File: src/common/divsqrt_pkg.sv
/*
 * Divide / square-root unit shared definitions
 * Operand and tag widths, iteration counts per operation,
 * operation encodings and status flag positions
 */
package divsqrt_pkg;

  // ------------------------------------------------
  // Widths
  // ------------------------------------------------
  // Unsigned integer operands
  localparam int unsigned DATA_W = 16;
  // Root of a DATA_W radicand needs half the bits
  localparam int unsigned ROOT_W = 8;
  // Request tag carried alongside the operation
  localparam int unsigned TAG_W = 4;
  localparam int unsigned OP_W = 2;

  // ------------------------------------------------
  // Operation encoding
  // ------------------------------------------------
  localparam logic [OP_W-1:0] OP_DIV = 2'd0;
  localparam logic [OP_W-1:0] OP_SQRT = 2'd1;
  // Codes 2 and 3 are illegal, they still run as a square root

  // ------------------------------------------------
  // Iteration counts
  // ------------------------------------------------
  // One quotient bit per cycle
  localparam int unsigned DIV_ITERS = 16;
  // Two radicand bits per cycle
  localparam int unsigned SQRT_ITERS = 8;
  // Must hold DIV_ITERS
  localparam int unsigned CNT_W = 5;

  // ------------------------------------------------
  // Status flags
  // ------------------------------------------------
  localparam int unsigned STATUS_W = 2;
  localparam int unsigned STATUS_DZ = 0;
  localparam int unsigned STATUS_NV = 1;

endpackage

File: src/divsqrt/divsqrt_ctrl_fsm.sv
/*
 * Divide / square-root control FSM
 * IDLE -> BUSY -> (HOLD) sequence, gates new starts, presents
 * the result to the output stage and cancels on flush
 */
`timescale 1ns/100ps

module divsqrt_ctrl_fsm (
  input  logic clk_i,
  input  logic rst_n_i,
  input  logic flush_i,
  // Upstream handshake
  input  logic in_valid_i,
  output logic in_ready_o,
  // Datapath and counter
  output logic start_o,
  input  logic done_i,
  // Output stage handshake
  output logic res_valid_o,
  input  logic res_ready_i,
  output logic busy_o
);

  typedef enum logic [1:0] {IDLE, BUSY, HOLD} state_e;

  state_e state_q, state_d;

  // ------------------------------------------------
  // Next state and handshake outputs
  // ------------------------------------------------
  always_comb begin
    in_ready_o  = 1'b0;
    res_valid_o = 1'b0;
    busy_o      = 1'b0;
    state_d     = state_q;

    unique case (state_q)
      IDLE: begin
        in_ready_o = 1'b1;
        if (in_valid_i) begin
          state_d = BUSY;
        end
      end
      BUSY: begin
        busy_o = 1'b1;
        // Result ready this cycle, offer it downstream
        if (done_i) begin
          res_valid_o = 1'b1;
          if (res_ready_i) begin
            // Handover cycle also takes the next request
            in_ready_o = 1'b1;
            state_d    = in_valid_i ? BUSY : IDLE;
          end else begin
            state_d = HOLD;
          end
        end
      end
      HOLD: begin
        // Datapath keeps its result, keep offering it
        busy_o      = 1'b1;
        res_valid_o = 1'b1;
        if (res_ready_i) begin
          in_ready_o = 1'b1;
          state_d    = in_valid_i ? BUSY : IDLE;
        end
      end
      default: state_d = IDLE;
    endcase

    // Flush wins over everything above
    if (flush_i) begin
      in_ready_o  = 1'b0;
      res_valid_o = 1'b0;
      busy_o      = 1'b0;
      state_d     = IDLE;
    end
  end

  // One-cycle start on every accepted request
  assign start_o = in_valid_i & in_ready_o;

  always_ff @(posedge clk_i or negedge rst_n_i) begin
    if (!rst_n_i) begin
      state_q <= IDLE;
    end else begin
      state_q <= state_d;
    end
  end

  // ------------------------------------------------
  // Checks
  // ------------------------------------------------
  // A start only happens in IDLE or in the cycle that hands a result over
  assert property (@(posedge clk_i) disable iff (!rst_n_i)
    start_o |-> !flush_i && ((state_q == IDLE) || (res_valid_o && res_ready_i)));

  // Offered result is not withdrawn before the output stage takes it
  assert property (@(posedge clk_i) disable iff (!rst_n_i)
    (res_valid_o && !res_ready_i) ##1 !flush_i |-> res_valid_o);

endmodule

File: src/divsqrt/divsqrt_datapath.sv
/*
 * Bit-serial divide / square-root datapath
 * Restoring division, one quotient bit per cycle, and
 * digit-by-digit integer square root, two radicand bits per cycle.
 * Results and flags hold until the next start.
 */
`timescale 1ns/100ps

module divsqrt_datapath import divsqrt_pkg::*; (
  input  logic                clk_i,
  input  logic                rst_n_i,
  input  logic                start_i,
  input  logic [OP_W-1:0]     op_i,
  input  logic [DATA_W-1:0]   operand_a_i,
  input  logic [DATA_W-1:0]   operand_b_i,
  input  logic [TAG_W-1:0]    tag_i,
  // Steers the iteration counter
  output logic                is_div_o,
  output logic [DATA_W-1:0]   result_o,
  output logic [DATA_W-1:0]   remainder_o,
  output logic [STATUS_W-1:0] status_o,
  output logic [TAG_W-1:0]    tag_o
);

  logic                is_div_q;
  // Dividend / radicand bits still to consume, plus a marker bit
  logic [DATA_W+1:0]   work_q;
  logic [DATA_W-1:0]   divisor_q;
  logic [DATA_W-1:0]   rem_q;
  logic [DATA_W-1:0]   quo_q;
  logic [STATUS_W-1:0] status_q;
  logic [TAG_W-1:0]    tag_q;

  logic                run;
  logic [DATA_W+1:0]   trial_lhs;
  logic [DATA_W+1:0]   trial_rhs;
  logic [DATA_W+2:0]   trial_diff;
  logic                trial_fits;

  // ------------------------------------------------
  // Step control
  // ------------------------------------------------
  // Marker starts in the low bits and walks up with every shift.
  // Once it leaves the low DATA_W bits all steps are done:
  // 16 single shifts for division, 8 double shifts for the root
  assign run = |work_q[DATA_W-1:0];

  // Bypass at start so the counter loads the right length
  assign is_div_o = start_i ? (op_i == OP_DIV) : is_div_q;

  always_ff @(posedge clk_i or negedge rst_n_i) begin
    if (!rst_n_i) begin
      is_div_q <= 1'b0;
      work_q   <= '0;
    end else if (start_i) begin
      // Unknown op codes fall through to the root
      is_div_q <= (op_i == OP_DIV);
      if (op_i == OP_DIV) begin
        work_q <= {1'b0, operand_a_i, 1'b1};
      end else begin
        work_q <= {operand_a_i, 2'b01};
      end
    end else if (run) begin
      if (is_div_q) begin
        work_q <= {work_q[DATA_W:0], 1'b0};
      end else begin
        work_q <= {work_q[DATA_W-1:0], 2'b00};
      end
    end
  end

  // ------------------------------------------------
  // Shared trial subtraction
  // ------------------------------------------------
  always_comb begin
    if (is_div_q) begin
      // Partial remainder with next dividend bit vs divisor
      trial_lhs = {1'b0, rem_q, work_q[DATA_W]};
      trial_rhs = {2'b00, divisor_q};
    end else begin
      // Remainder with next bit pair vs 4*root + 1
      trial_lhs = {rem_q, work_q[DATA_W+1:DATA_W]};
      trial_rhs = {{(DATA_W-ROOT_W){1'b0}}, quo_q[ROOT_W-1:0], 2'b01};
    end
    trial_diff = {1'b0, trial_lhs} - {1'b0, trial_rhs};
    // No borrow -> subtraction kept, result bit is one
    trial_fits = ~trial_diff[DATA_W+2];
  end

  // Payload registers
  always_ff @(posedge clk_i) begin
    if (start_i) begin
      divisor_q <= operand_b_i;
      rem_q     <= '0;
      quo_q     <= '0;
      tag_q     <= tag_i;
      // Flags are known before the first step
      status_q[STATUS_DZ] <= (op_i == OP_DIV) && (operand_b_i == '0);
      status_q[STATUS_NV] <= (op_i != OP_DIV) && (op_i != OP_SQRT);
    end else if (run) begin
      // Zero divisor always fits: quotient all ones, remainder = dividend
      rem_q <= trial_fits ? trial_diff[DATA_W-1:0] : trial_lhs[DATA_W-1:0];
      quo_q <= {quo_q[DATA_W-2:0], trial_fits};
    end
  end

  // Root sits in the low ROOT_W bits, upper bits stay zero
  assign result_o    = quo_q;
  assign remainder_o = rem_q;
  assign status_o    = status_q;
  assign tag_o       = tag_q;

endmodule

File: src/divsqrt/divsqrt_iter_counter.sv
/*
 * Iteration counter
 * Loads the cycle count of the started operation,
 * counts down and pulses done once at the end
 */
`timescale 1ns/100ps

module divsqrt_iter_counter import divsqrt_pkg::*; (
  input  logic clk_i,
  input  logic rst_n_i,
  input  logic flush_i,
  input  logic start_i,
  input  logic is_div_i,
  output logic done_o
);

  logic [CNT_W-1:0] cnt_q;
  logic [CNT_W-1:0] load_val;

  // Division needs twice the steps of the root
  assign load_val = is_div_i ? CNT_W'(DIV_ITERS) : CNT_W'(SQRT_ITERS);

  always_ff @(posedge clk_i or negedge rst_n_i) begin
    if (!rst_n_i) begin
      cnt_q  <= '0;
      done_o <= 1'b0;
    end else if (flush_i) begin
      cnt_q  <= '0;
      done_o <= 1'b0;
    end else begin
      // Last step leaves 1 -> done in the following cycle
      done_o <= (cnt_q == CNT_W'(1));
      if (start_i) begin
        cnt_q <= load_val;
      end else if (cnt_q != '0) begin
        cnt_q <= cnt_q - CNT_W'(1);
      end
    end
  end

  // ------------------------------------------------
  // Checks
  // ------------------------------------------------
  // Exactly one done per operation
  assert property (@(posedge clk_i) disable iff (!rst_n_i)
    done_o |=> !done_o);

endmodule

File: src/hdl/divsqrt_multi.sv
/*
 * Multi-cycle integer divide / square-root unit
 * Valid/ready request side, control FSM, iteration counter,
 * shift-and-subtract datapath and one registered output stage
 */
`timescale 1ns/100ps

module divsqrt_multi import divsqrt_pkg::*; (
  input  logic                clk_i,
  input  logic                rst_n_i,
  input  logic                flush_i,
  // Request side
  input  logic                in_valid_i,
  input  logic [OP_W-1:0]     op_i,
  input  logic [DATA_W-1:0]   operand_a_i,
  input  logic [DATA_W-1:0]   operand_b_i,
  input  logic [TAG_W-1:0]    tag_i,
  output logic                in_ready_o,
  // Result side
  output logic                out_valid_o,
  input  logic                out_ready_i,
  output logic [DATA_W-1:0]   result_o,
  output logic [DATA_W-1:0]   remainder_o,
  output logic [STATUS_W-1:0] status_o,
  output logic [TAG_W-1:0]    tag_o,
  // Work in flight
  output logic                busy_o
);

  logic                start;
  logic                done;
  logic                is_div;
  logic                res_valid;
  logic                res_ready;
  logic                fsm_busy;
  logic [DATA_W-1:0]   dp_result;
  logic [DATA_W-1:0]   dp_remainder;
  logic [STATUS_W-1:0] dp_status;
  logic [TAG_W-1:0]    dp_tag;

  // ------------------------------------------------
  // Control
  // ------------------------------------------------
  divsqrt_ctrl_fsm i_ctrl_fsm (
    .clk_i       ( clk_i      ),
    .rst_n_i     ( rst_n_i    ),
    .flush_i     ( flush_i    ),
    .in_valid_i  ( in_valid_i ),
    .in_ready_o  ( in_ready_o ),
    .start_o     ( start      ),
    .done_i      ( done       ),
    .res_valid_o ( res_valid  ),
    .res_ready_i ( res_ready  ),
    .busy_o      ( fsm_busy   )
  );

  // Iteration length follows the operation kind
  divsqrt_iter_counter i_iter_counter (
    .clk_i    ( clk_i   ),
    .rst_n_i  ( rst_n_i ),
    .flush_i  ( flush_i ),
    .start_i  ( start   ),
    .is_div_i ( is_div  ),
    .done_o   ( done    )
  );

  // ------------------------------------------------
  // Datapath and output stage
  // ------------------------------------------------
  divsqrt_datapath i_datapath (
    .clk_i       ( clk_i        ),
    .rst_n_i     ( rst_n_i      ),
    .start_i     ( start        ),
    .op_i        ( op_i         ),
    .operand_a_i ( operand_a_i  ),
    .operand_b_i ( operand_b_i  ),
    .tag_i       ( tag_i        ),
    .is_div_o    ( is_div       ),
    .result_o    ( dp_result    ),
    .remainder_o ( dp_remainder ),
    .status_o    ( dp_status    ),
    .tag_o       ( dp_tag       )
  );

  divsqrt_out_reg i_out_reg (
    .clk_i       ( clk_i        ),
    .rst_n_i     ( rst_n_i      ),
    .flush_i     ( flush_i      ),
    .valid_i     ( res_valid    ),
    .ready_o     ( res_ready    ),
    .result_i    ( dp_result    ),
    .remainder_i ( dp_remainder ),
    .status_i    ( dp_status    ),
    .tag_i       ( dp_tag       ),
    .valid_o     ( out_valid_o  ),
    .ready_i     ( out_ready_i  ),
    .result_o    ( result_o     ),
    .remainder_o ( remainder_o  ),
    .status_o    ( status_o     ),
    .tag_o       ( tag_o        )
  );

  // Busy while computing, holding, or a result waits downstream
  assign busy_o = fsm_busy | out_valid_o;

endmodule

File: src/hdl/divsqrt_out_reg.sv
/*
 * Result output register
 * Single valid/ready stage for result, remainder, flags and tag.
 * Flush drops a held result.
 */
`timescale 1ns/100ps

module divsqrt_out_reg import divsqrt_pkg::*; (
  input  logic                clk_i,
  input  logic                rst_n_i,
  input  logic                flush_i,
  // From the FSM / datapath
  input  logic                valid_i,
  output logic                ready_o,
  input  logic [DATA_W-1:0]   result_i,
  input  logic [DATA_W-1:0]   remainder_i,
  input  logic [STATUS_W-1:0] status_i,
  input  logic [TAG_W-1:0]    tag_i,
  // Downstream
  output logic                valid_o,
  input  logic                ready_i,
  output logic [DATA_W-1:0]   result_o,
  output logic [DATA_W-1:0]   remainder_o,
  output logic [STATUS_W-1:0] status_o,
  output logic [TAG_W-1:0]    tag_o
);

  logic load;

  // Take new data when empty or draining this cycle
  assign ready_o = ~valid_o | ready_i;
  assign load    = valid_i & ready_o;

  always_ff @(posedge clk_i or negedge rst_n_i) begin
    if (!rst_n_i) begin
      valid_o <= 1'b0;
    end else if (flush_i) begin
      valid_o <= 1'b0;
    end else if (ready_o) begin
      valid_o <= valid_i;
    end
  end

  // Data only moves on a transfer
  always_ff @(posedge clk_i) begin
    if (load) begin
      result_o    <= result_i;
      remainder_o <= remainder_i;
      status_o    <= status_i;
      tag_o       <= tag_i;
    end
  end

  // ------------------------------------------------
  // Checks
  // ------------------------------------------------
  // Stalled result stays put until downstream takes it
  assert property (@(posedge clk_i) disable iff (!rst_n_i)
    (valid_o && !ready_i && !flush_i) |=>
      valid_o && $stable(result_o) && $stable(remainder_o)
      && $stable(status_o) && $stable(tag_o));

endmodule

File: config.mk
export PLATFORM = sky130hd
export DESIGN_NAME = divsqrt_multi
export DESIGN_NICKNAME = d
export VERILOG_FILES = /design/src/common/divsqrt_pkg.sv /design/src/divsqrt/divsqrt_ctrl_fsm.sv /design/src/divsqrt/divsqrt_datapath.sv /design/src/divsqrt/divsqrt_iter_counter.sv /design/src/hdl/divsqrt_multi.sv /design/src/hdl/divsqrt_out_reg.sv
export SDC_FILE = /design/constraint.sdc
export NUM_CORES = 1
export LEC_CHECK = 0
export BUFFER_PORTS_ARGS = -buffer_cell sky130_fd_sc_hd__buf_2
export CAP_MARGIN = 0
export CORE_UTILIZATION = 44
export DETAILED_ROUTE_END_ITERATION = 8
export HOLD_SLACK_MARGIN = 0.15
export PLACE_DENSITY = 0.66
export SETUP_SLACK_MARGIN = 0.2
export SYNTH_ARGS = -nofsm -noshare
export SYNTH_HDL_FRONTEND = slang
export SYNTH_SLANG_ARGS = --single-unit
File: constraint.sdc
create_clock -name clk_i -period 3.59 [get_ports clk_i]
set_clock_uncertainty 0.15 [all_clocks]
set_input_delay 0 -clock clk_i [delete_from_list [all_inputs] [get_ports clk_i]]
set_output_delay 0 -clock clk_i [all_outputs]
set_load 0.05 [all_outputs]
==> results by group, run 1 <==
Power and ir drop
  • Power Density: ~880 nW/um^2
  • Worst IR drop on VDD: a little over 500 uV
  • Static Leakage: 3.20 nW
  • Final Power: 6.93 mW

Clocking
  • Clock Pin Slew Worst Setup and Hold Paths: approximately 0.06 ns
  • Total CTS buffers: 17
  • CTS Buffer Depth: 2
  • CTS root buf: clkbuf_16
  • Clock Latency Late Sink: roughly 0.42 ns
  • H-tree depth: 4
  • Setup Buffers After CTS: 0
  • CTS sink count: 120
  • CTS tree: built

GRT
  • Initial antenna violation count: 0
  • Largest net degree at the start of global routing: 40
  • Gr usage total: 0.220
  • Number of global-route vias before repair: about 5k
  • First-pass GRT wire length: ~24 mm
  • Total gr overflow: 0

Critical path
  • Crit path launch type: flop
  • CP max FO: 13
  • CP max stage delay: between 0.5 and 0.6 ns
  • Crit path cell chain: buf_4 -> mux2_2 -> ha_1 -> a211oi_2 -> o21bai_1 -> and3_1 -> or3_4 -> mux2_1 -> o21ai_1
  • CP Class: reg -> reg
  • Required time worst endpoint: approximately 3.8 ns
  • CP max stage cell: dfrtp_4
  • CP Capture Type: flop
  • Worst EP arrival: approximately 3.5 ns

Logic synthesis
  • Syn nets: around 640
  • Mapped Cells: between 500 and 600
  • Async set-reset flop share out of synthesis: 0.233
  • #FFs+latches synth: 120
  • Post-synth EDFFs: 60
  • Synth Area per Inst: around 10 sq um
  • Yosys warning count: 0
  • Cell variety after synth: 64
  • Proportion of synthesized chip area in sequential cells: 0.529
  • Mapped cell area: 5940 sq um
  • Main synth FF type: edfxtp_1

Outcome
  • Status: complete, no violations

STA
  • Worst Tran Pin Value: 1.06 ns
  • Tmin final: ~3.3 ns
  • Fin. max-slew vios: 0
  • Endpoints failing hold: 0
  • Fmax achieved: roughly 0.31 GHz
  • Final setup vio count: 0
  • Relative slew slack: 0.288
  • Period utilization: 0.908
  • Setup_tns: 0 ns
  • Unrepaired setup endpoints after global routing: false

Placed design
  • Hpwl dp: ~9.4 mm
  • IO buf count: between 80 and 90
  • Routability cong.: about 0.88
  • Cell Area, Placed: roughly 6600 sq um

Routing
  • Met3 wire length: a little over 600 um
  • Uppermost layer routed: met4
  • Met2 WL post-DR: about 7.4 mm
  • Final ANT Viol Nets: 0
  • Final WL: 14.7 mm
  • WL/cell: between 15 and 20 um
  • M1 WL: 6.32 mm
  • DRT Pass-1 Iters: 5
  • DR iter-0 viols: 257
  • Vias per cell: 5.37
  • Post-route DRC: 0
  • Vias: 4894

Floorplan
  • CORE AREA: roughly 13000 sq um
  • Initial Utilization: 0.450
  • I/O pins: 84
  • Row count: between 40 and 50
  • Die width: 118 um
  • Floorplan die height: about 120 um
  • Die area: roughly 14000 sq um

Job
  • Max-cap check violation count: 0

Finish
  • Finished Cell Area: roughly 7900 sq um
  • Post-layout nets: 790
  • Area added between synthesis and finish: 33.1%
  • N_diodes: 0
  • Most frequent cells in the layout: nand2_1, buf_2, dlygate4sd3_1, edfxtp_1, a21oi_1
  • Ratio of cells with drive above 1 in the final layout: 0.216
  • Commonest non-fill, non-tap cell in the layout: nand2_1

Hold path
  • Min-Delay Path Class: in -> reg
[worst paths after layout]
kind                                                  start                                      to  slack [ns]  cells after the start
min in group asynchronous                           rst_n_i       i_datapath.work_q[10]$_DFFE_PN0P_        0.46                      4
hold / removal                                      op_i[1]        i_datapath.status_o[1]$_DFFE_PN_        0.17                      2
setup / recovery              i_datapath.is_div_q$_DFF_PN0_  i_datapath.remainder_o[0]$_SDFFE_PN0P_        0.33                      9
hold reg to reg            i_datapath.status_o[0]$_DFFE_PN_         i_out_reg.status_o[0]$_DFFE_PP_        0.26                      0
setup reg to reg              i_datapath.is_div_q$_DFF_PN0_  i_datapath.remainder_o[0]$_SDFFE_PN0P_        0.33                      9
max in group asynchronous                           rst_n_i           i_datapath.is_div_q$_DFF_PN0_        2.65                      4
[critical path: cells and delay by family (launching register included)]
| kind | cells | cell delay, ns |
|---|---|---|
| buffers and inverters | 1 | 0.20 |
| muxes | 2 | 0.69 |
| DFF | 1 | 0.55 |
| AOI/OAI and AO/OA | 3 | 0.56 |
| and+or+nand+nor | 2 | 0.77 |
| adders and majority gates | 1 | 0.26 |
[layout make-up]
cell class / count / area [sq um]
Fill cell: 1089 / 5280
Sequential cell: 120 / 3150
Multi-Input combinational cell: 407 / 2640
Timing Repair Buffer: 162 / 1210
Clock buffer: 20 / 457
Tap cell: 176 / 220
Clock inverter: 12 / 173
Inverter: 15 / 58.8
[kinds of logic after synthesis]
| logic type | count (synthesis) | share of synthesized area |
|---|---|---|
| flip-flops | 120 | 0.529 |
| XOR/XNOR | 7 | 0.0103 |
| buffers and inverters | 45 | 0.0303 |
| multiplexers | 31 | 0.0560 |
| AO/OA/AOI/OAI | 141 | 0.152 |
| adder cells (fa/ha/maj) | 24 | 0.0518 |
| AND/OR/NAND/NOR | 203 | 0.170 |
[Yosys cell counts (2+ instances only)]
library cell / n / share of area
nand2_1: 92 / 0.058
edfxtp_1: 60 / 0.30
a21oi_1: 43 / 0.036
dfxtp_1: 32 / 0.11
dfrtp_1: 28 / 0.12
o21ai_0: 27 / 0.023
ha_1: 23 / 0.048
a31oi_1: 21 / 0.022
nor2_1: 21 / 0.013
clkbuf_1: 18 / 0.011
nor2b_1: 18 / 0.019
a211oi_1: 17 / 0.021
mux2_2: 17 / 0.032
nand3_1: 15 / 0.013
inv_1: 14 / 0.0088
mux2i_1: 13 / 0.022
nor3_1: 10 / 0.0084
nor4_1: 10 / 0.011
a21o_1: 6 / 0.0076
buf_2: 6 / 0.0051
buf_1: 5 / 0.0032
nand2b_1: 5 / 0.0053
nand3b_1: 5 / 0.0063
xnor2_1: 5 / 0.0074
and2_1: 4 / 0.0042
and3_1: 4 / 0.0042
o21a_1: 4 / 0.0051
or3_1: 4 / 0.0042
o31ai_1: 3 / 0.0038
and4_1: 2 / 0.0029
nand4_1: 2 / 0.0021
o2111ai_1: 2 / 0.0029
o22ai_1: 2 / 0.0021
or2_2: 2 / 0.0021
xor2_1: 2 / 0.0029
[state kept, by name, summed over array words and instances, names as in the netlist, 4 cells and up]
register / flops
i_datapath.work_q: 18
i_datapath.divisor_q: 16
i_datapath.remainder_o: 16
i_datapath.result_o: 16
i_out_reg.remainder_o: 16
i_out_reg.result_o: 16
i_iter_counter.cnt_q: 5
i_datapath.tag_o: 4
i_out_reg.tag_o: 4
[power by group]
group | switching, mW | internal [mW]
registers | 0.282 | 1.80
logic | 1.63 | 1.41
clock network | 0.604 | 1.19
[metrics by stage]
stage                      util  hold WS, ns  setup WS (ns)  cells
after floorplan               -       -0.446          0.305    571
after global placement    0.498      -0.0936          0.339    811
after global routing      0.599        0.159          0.211    912
after CTS                 0.598        0.152          0.261    911
final                     0.599        0.168          0.330    912
after detailed placement  0.498      -0.0880          0.249    811
[layer usage]
layer,vias up,global-route usage
met2,109,0.382
met5,-,0
met4,0,0.0905
li1,2403,-
met3,23,0.0526
met1,2359,0.261
[timing repair]
| action | CTS | global route |
|---|---|---|
| resized for setup | 0 | 5 |
| hold buffers | 68 | 0 |
| hold endpoints to repair | 94 | 0 |
| endpoints found under the setup margin | 0 | 12 |
(Power assumes the default switching activity.)
==> run 2, diff against run 1 <==
--- a/config.mk
+++ b/config.mk
@@ -7,10 +7,12 @@
 export LEC_CHECK = 0
 export BUFFER_PORTS_ARGS = -buffer_cell sky130_fd_sc_hd__buf_2
 export CAP_MARGIN = 0
-export CORE_UTILIZATION = 44
+export CELL_PAD_IN_SITES_DETAIL_PLACEMENT = 0
+export CELL_PAD_IN_SITES_GLOBAL_PLACEMENT = 1
+export CORE_UTILIZATION = 41
 export DETAILED_ROUTE_END_ITERATION = 8
 export HOLD_SLACK_MARGIN = 0.15
-export PLACE_DENSITY = 0.66
+export PLACE_DENSITY_LB_ADDON = 0.1
 export SETUP_SLACK_MARGIN = 0.2
 export SYNTH_ARGS = -nofsm -noshare
 export SYNTH_HDL_FRONTEND = slang
==> results by group, run 2 (synthesis gave the netlist of run 1 again) <==
Finish
  • Finished Cell Area: 7890 sq um
  • Most frequent cells in the layout: nand2_1, buf_2, dlygate4sd3_1, edfxtp_1, a21oi_1
  • # fillers: roughly 1.3k
  • FF/Latch Area: 3140 sq um
  • Area added between synthesis and finish: 32.9%
  • Most flop-heavy register: i_datapath.work_q
  • Post-layout nets: approximately 790
  • Max FFs per register: 18
  • N_diodes: 0
  • Ratio of cells with drive above 1 in the final layout: 0.218
  • Commonest non-fill, non-tap cell in the layout: nand2_1
  • Multi-input gate area: about 2600 sq um

Routing
  • Vias per cell: 5.19
  • DR iter-0 viols: around 250
  • Final ANT Viol Nets: 0
  • WL/cell: around 15 um
  • Final WL: between 10 and 15 mm
  • DRT Pass-1 Iters: 5
  • Post-route DRC: 0
  • Vias: approximately 4.8k

Hold path
  • Hold Path End: i_datapath.divisor_q[9]$_DFFE_PN_
  • HP Start: operand_b_i[9]
  • Min-Delay Path Class: in -> reg
  • Worst hold stages: 2

STA
  • Endpoints failing hold: 0
  • Setup_tns: 0 ns
  • Period utilization: 0.890
  • Worst Tran Pin Value: approximately 1.0 ns
  • Fin. max-slew vios: 0
  • WHS: 0.167 ns
  • Unrepaired setup endpoints after global routing: false
  • Final setup vio count: 0
  • Fmax achieved: 0.313 GHz
  • Relative slew slack: 0.299
  • Tmin final: 3.19 ns

Clocking
  • CTS Buffer Depth: 2
  • Setup Buffers After CTS: 0
  • CTS root buf: clkbuf_16
  • Total CTS buffers: 17
  • H-tree depth: 4
  • CTS tree: built
  • Clock Latency Late Sink: around 0.42 ns
  • CTS sink count: 120
  • Clock Pin Slew Worst Setup and Hold Paths: 0.05 ns

Placed design
  • IO buf count: 83
  • Hpwl dp: roughly 9.4 mm
  • Cell Area, Placed: around 6600 sq um
  • Routability cong.: 0.860

Critical path
  • Reg2reg end: i_datapath.remainder_o[0]$_SDFFE_PN0P_
  • R2R Setup Slk: roughly 0.40 ns
  • CP max FO: 48
  • Required time worst endpoint: roughly 3.8 ns
  • CP Class: reg -> reg
  • Worst reg-to-reg path cell count: 9
  • CP Capture Type: flop
  • Worst EP arrival: around 3.4 ns
  • Crit path launch type: flop
  • Worst reg2reg path startpoint: i_datapath.is_div_q$_DFF_PN0_

Outcome
  • Status: complete, no violations

GRT
  • First-pass GRT wire length: 23.2 mm
  • Gr usage total: 0.204
  • Total gr overflow: 0
  • Initial antenna violation count: 0
  • Number of global-route vias before repair: between 4k and 5k
  • Largest net degree at the start of global routing: 50

Power and ir drop
  • Worst IR drop on VDD: about 340 uV
  • Power Density: 854 nW/um^2
  • Static Leakage: 3.21 nW

Job
  • Max-cap check violation count: 0

Floorplan
  • Die area: roughly 15000 sq um
  • Die width: between 100 and 150 um
  • Floorplan die height: around 120 um
  • Row count: between 40 and 50
  • Initial Utilization: 0.425
  • I/O pins: between 80 and 90
  • CORE AREA: around 14000 sq um
-- run 2: cell count changes in the layout (fill, tap and decap cells not counted), moves of 2 or more --
cell	previous run	this run
dlygate4sd3_1	67	71
bufinv_16	4	1
clkinv_4	0	3
clkinvlp_4	4	2
clkinv_2	2	4
inv_6	1	3
-- run 2: layer usage --
metal,vias to the layer above,share of wire,global-route usage
met2,99,0.49,0.334
met3,14,0.034,0.0488
met1,2238,0.47,0.262
met5,-,0,0
met4,0,0.012,0.0755
li1,2419,-,-
-- run 2: how the worst max path moves through the flow --
| stage | from | to | slack (ns) | depth (start not counted) |
|---|---|---|---|---|
| after detailed placement | i_datapath.is_div_q$_DFF_PN0_ | i_datapath.remainder_o[1]$_SDFFE_PN0P_ | 0.35 | 9 |
| after CTS | i_datapath.is_div_q$_DFF_PN0_ | i_datapath.remainder_o[1]$_SDFFE_PN0P_ | 0.34 | 9 |
| after global placement | i_datapath.is_div_q$_DFF_PN0_ | i_datapath.remainder_o[1]$_SDFFE_PN0P_ | 0.42 | 9 |
| final | i_datapath.is_div_q$_DFF_PN0_ | i_datapath.remainder_o[0]$_SDFFE_PN0P_ | 0.40 | 9 |
| after global routing | i_datapath.is_div_q$_DFF_PN0_ | i_datapath.remainder_o[15]$_SDFFE_PN0P_ | 0.21 | 9 |
| after floorplan | i_datapath.is_div_q$_DFF_PN0_ | i_datapath.remainder_o[15]$_SDFFE_PN0P_ | 0.30 | 12 |
-- run 2: layout make-up --
cell class | instances | area share
multi-input combinational | 406 | 0.333
tap | 180 | 0.0285
clock buffer | 19 | 0.0588
timing repair buffer | 166 | 0.159
inverter | 15 | 0.00713
clock inverter | 13 | 0.0149
sequential | 120 | 0.398
-- run 2: what timing repair did --
item | in CTS | in global routing
endpoints found under the setup margin | 0 | 10
resized for setup | 0 | 3
hold buffers | 72 | 0
endpoints found under the hold margin | 95 | 0
-- run 2: critical path: stages, from the launching register on --
cell      delay, ns
dfrtp_2        0.38
buf_12         0.25
mux2_2         0.38
ha_1           0.41
a211oi_2       0.25
o21bai_1       0.13
and3_1         0.23
or3_4          0.48
mux2_1         0.34
o21ai_1        0.11
-- run 2: power by group --
group | total [mW] | switching, mW | internal [mW]
clock network | 1.64 | 0.626 | 1.01
logic | 3.05 | 1.62 | 1.44
registers | 2.05 | 0.248 | 1.80
-- run 2: metrics by stage --
step / total power [mW] / worst slack [ns] / util / cells
2_1_floorplan: 4.28 / 0.305 / - / 571
3_3_place_gp: 4.92 / 0.424 / 0.469 / 815
5_1_grt: 7.26 / 0.206 / 0.564 / 919
6_report: 6.74 / 0.397 / 0.564 / 919
4_1_cts: 6.75 / 0.344 / 0.563 / 919
3_5_place_dp: 4.96 / 0.350 / 0.469 / 815
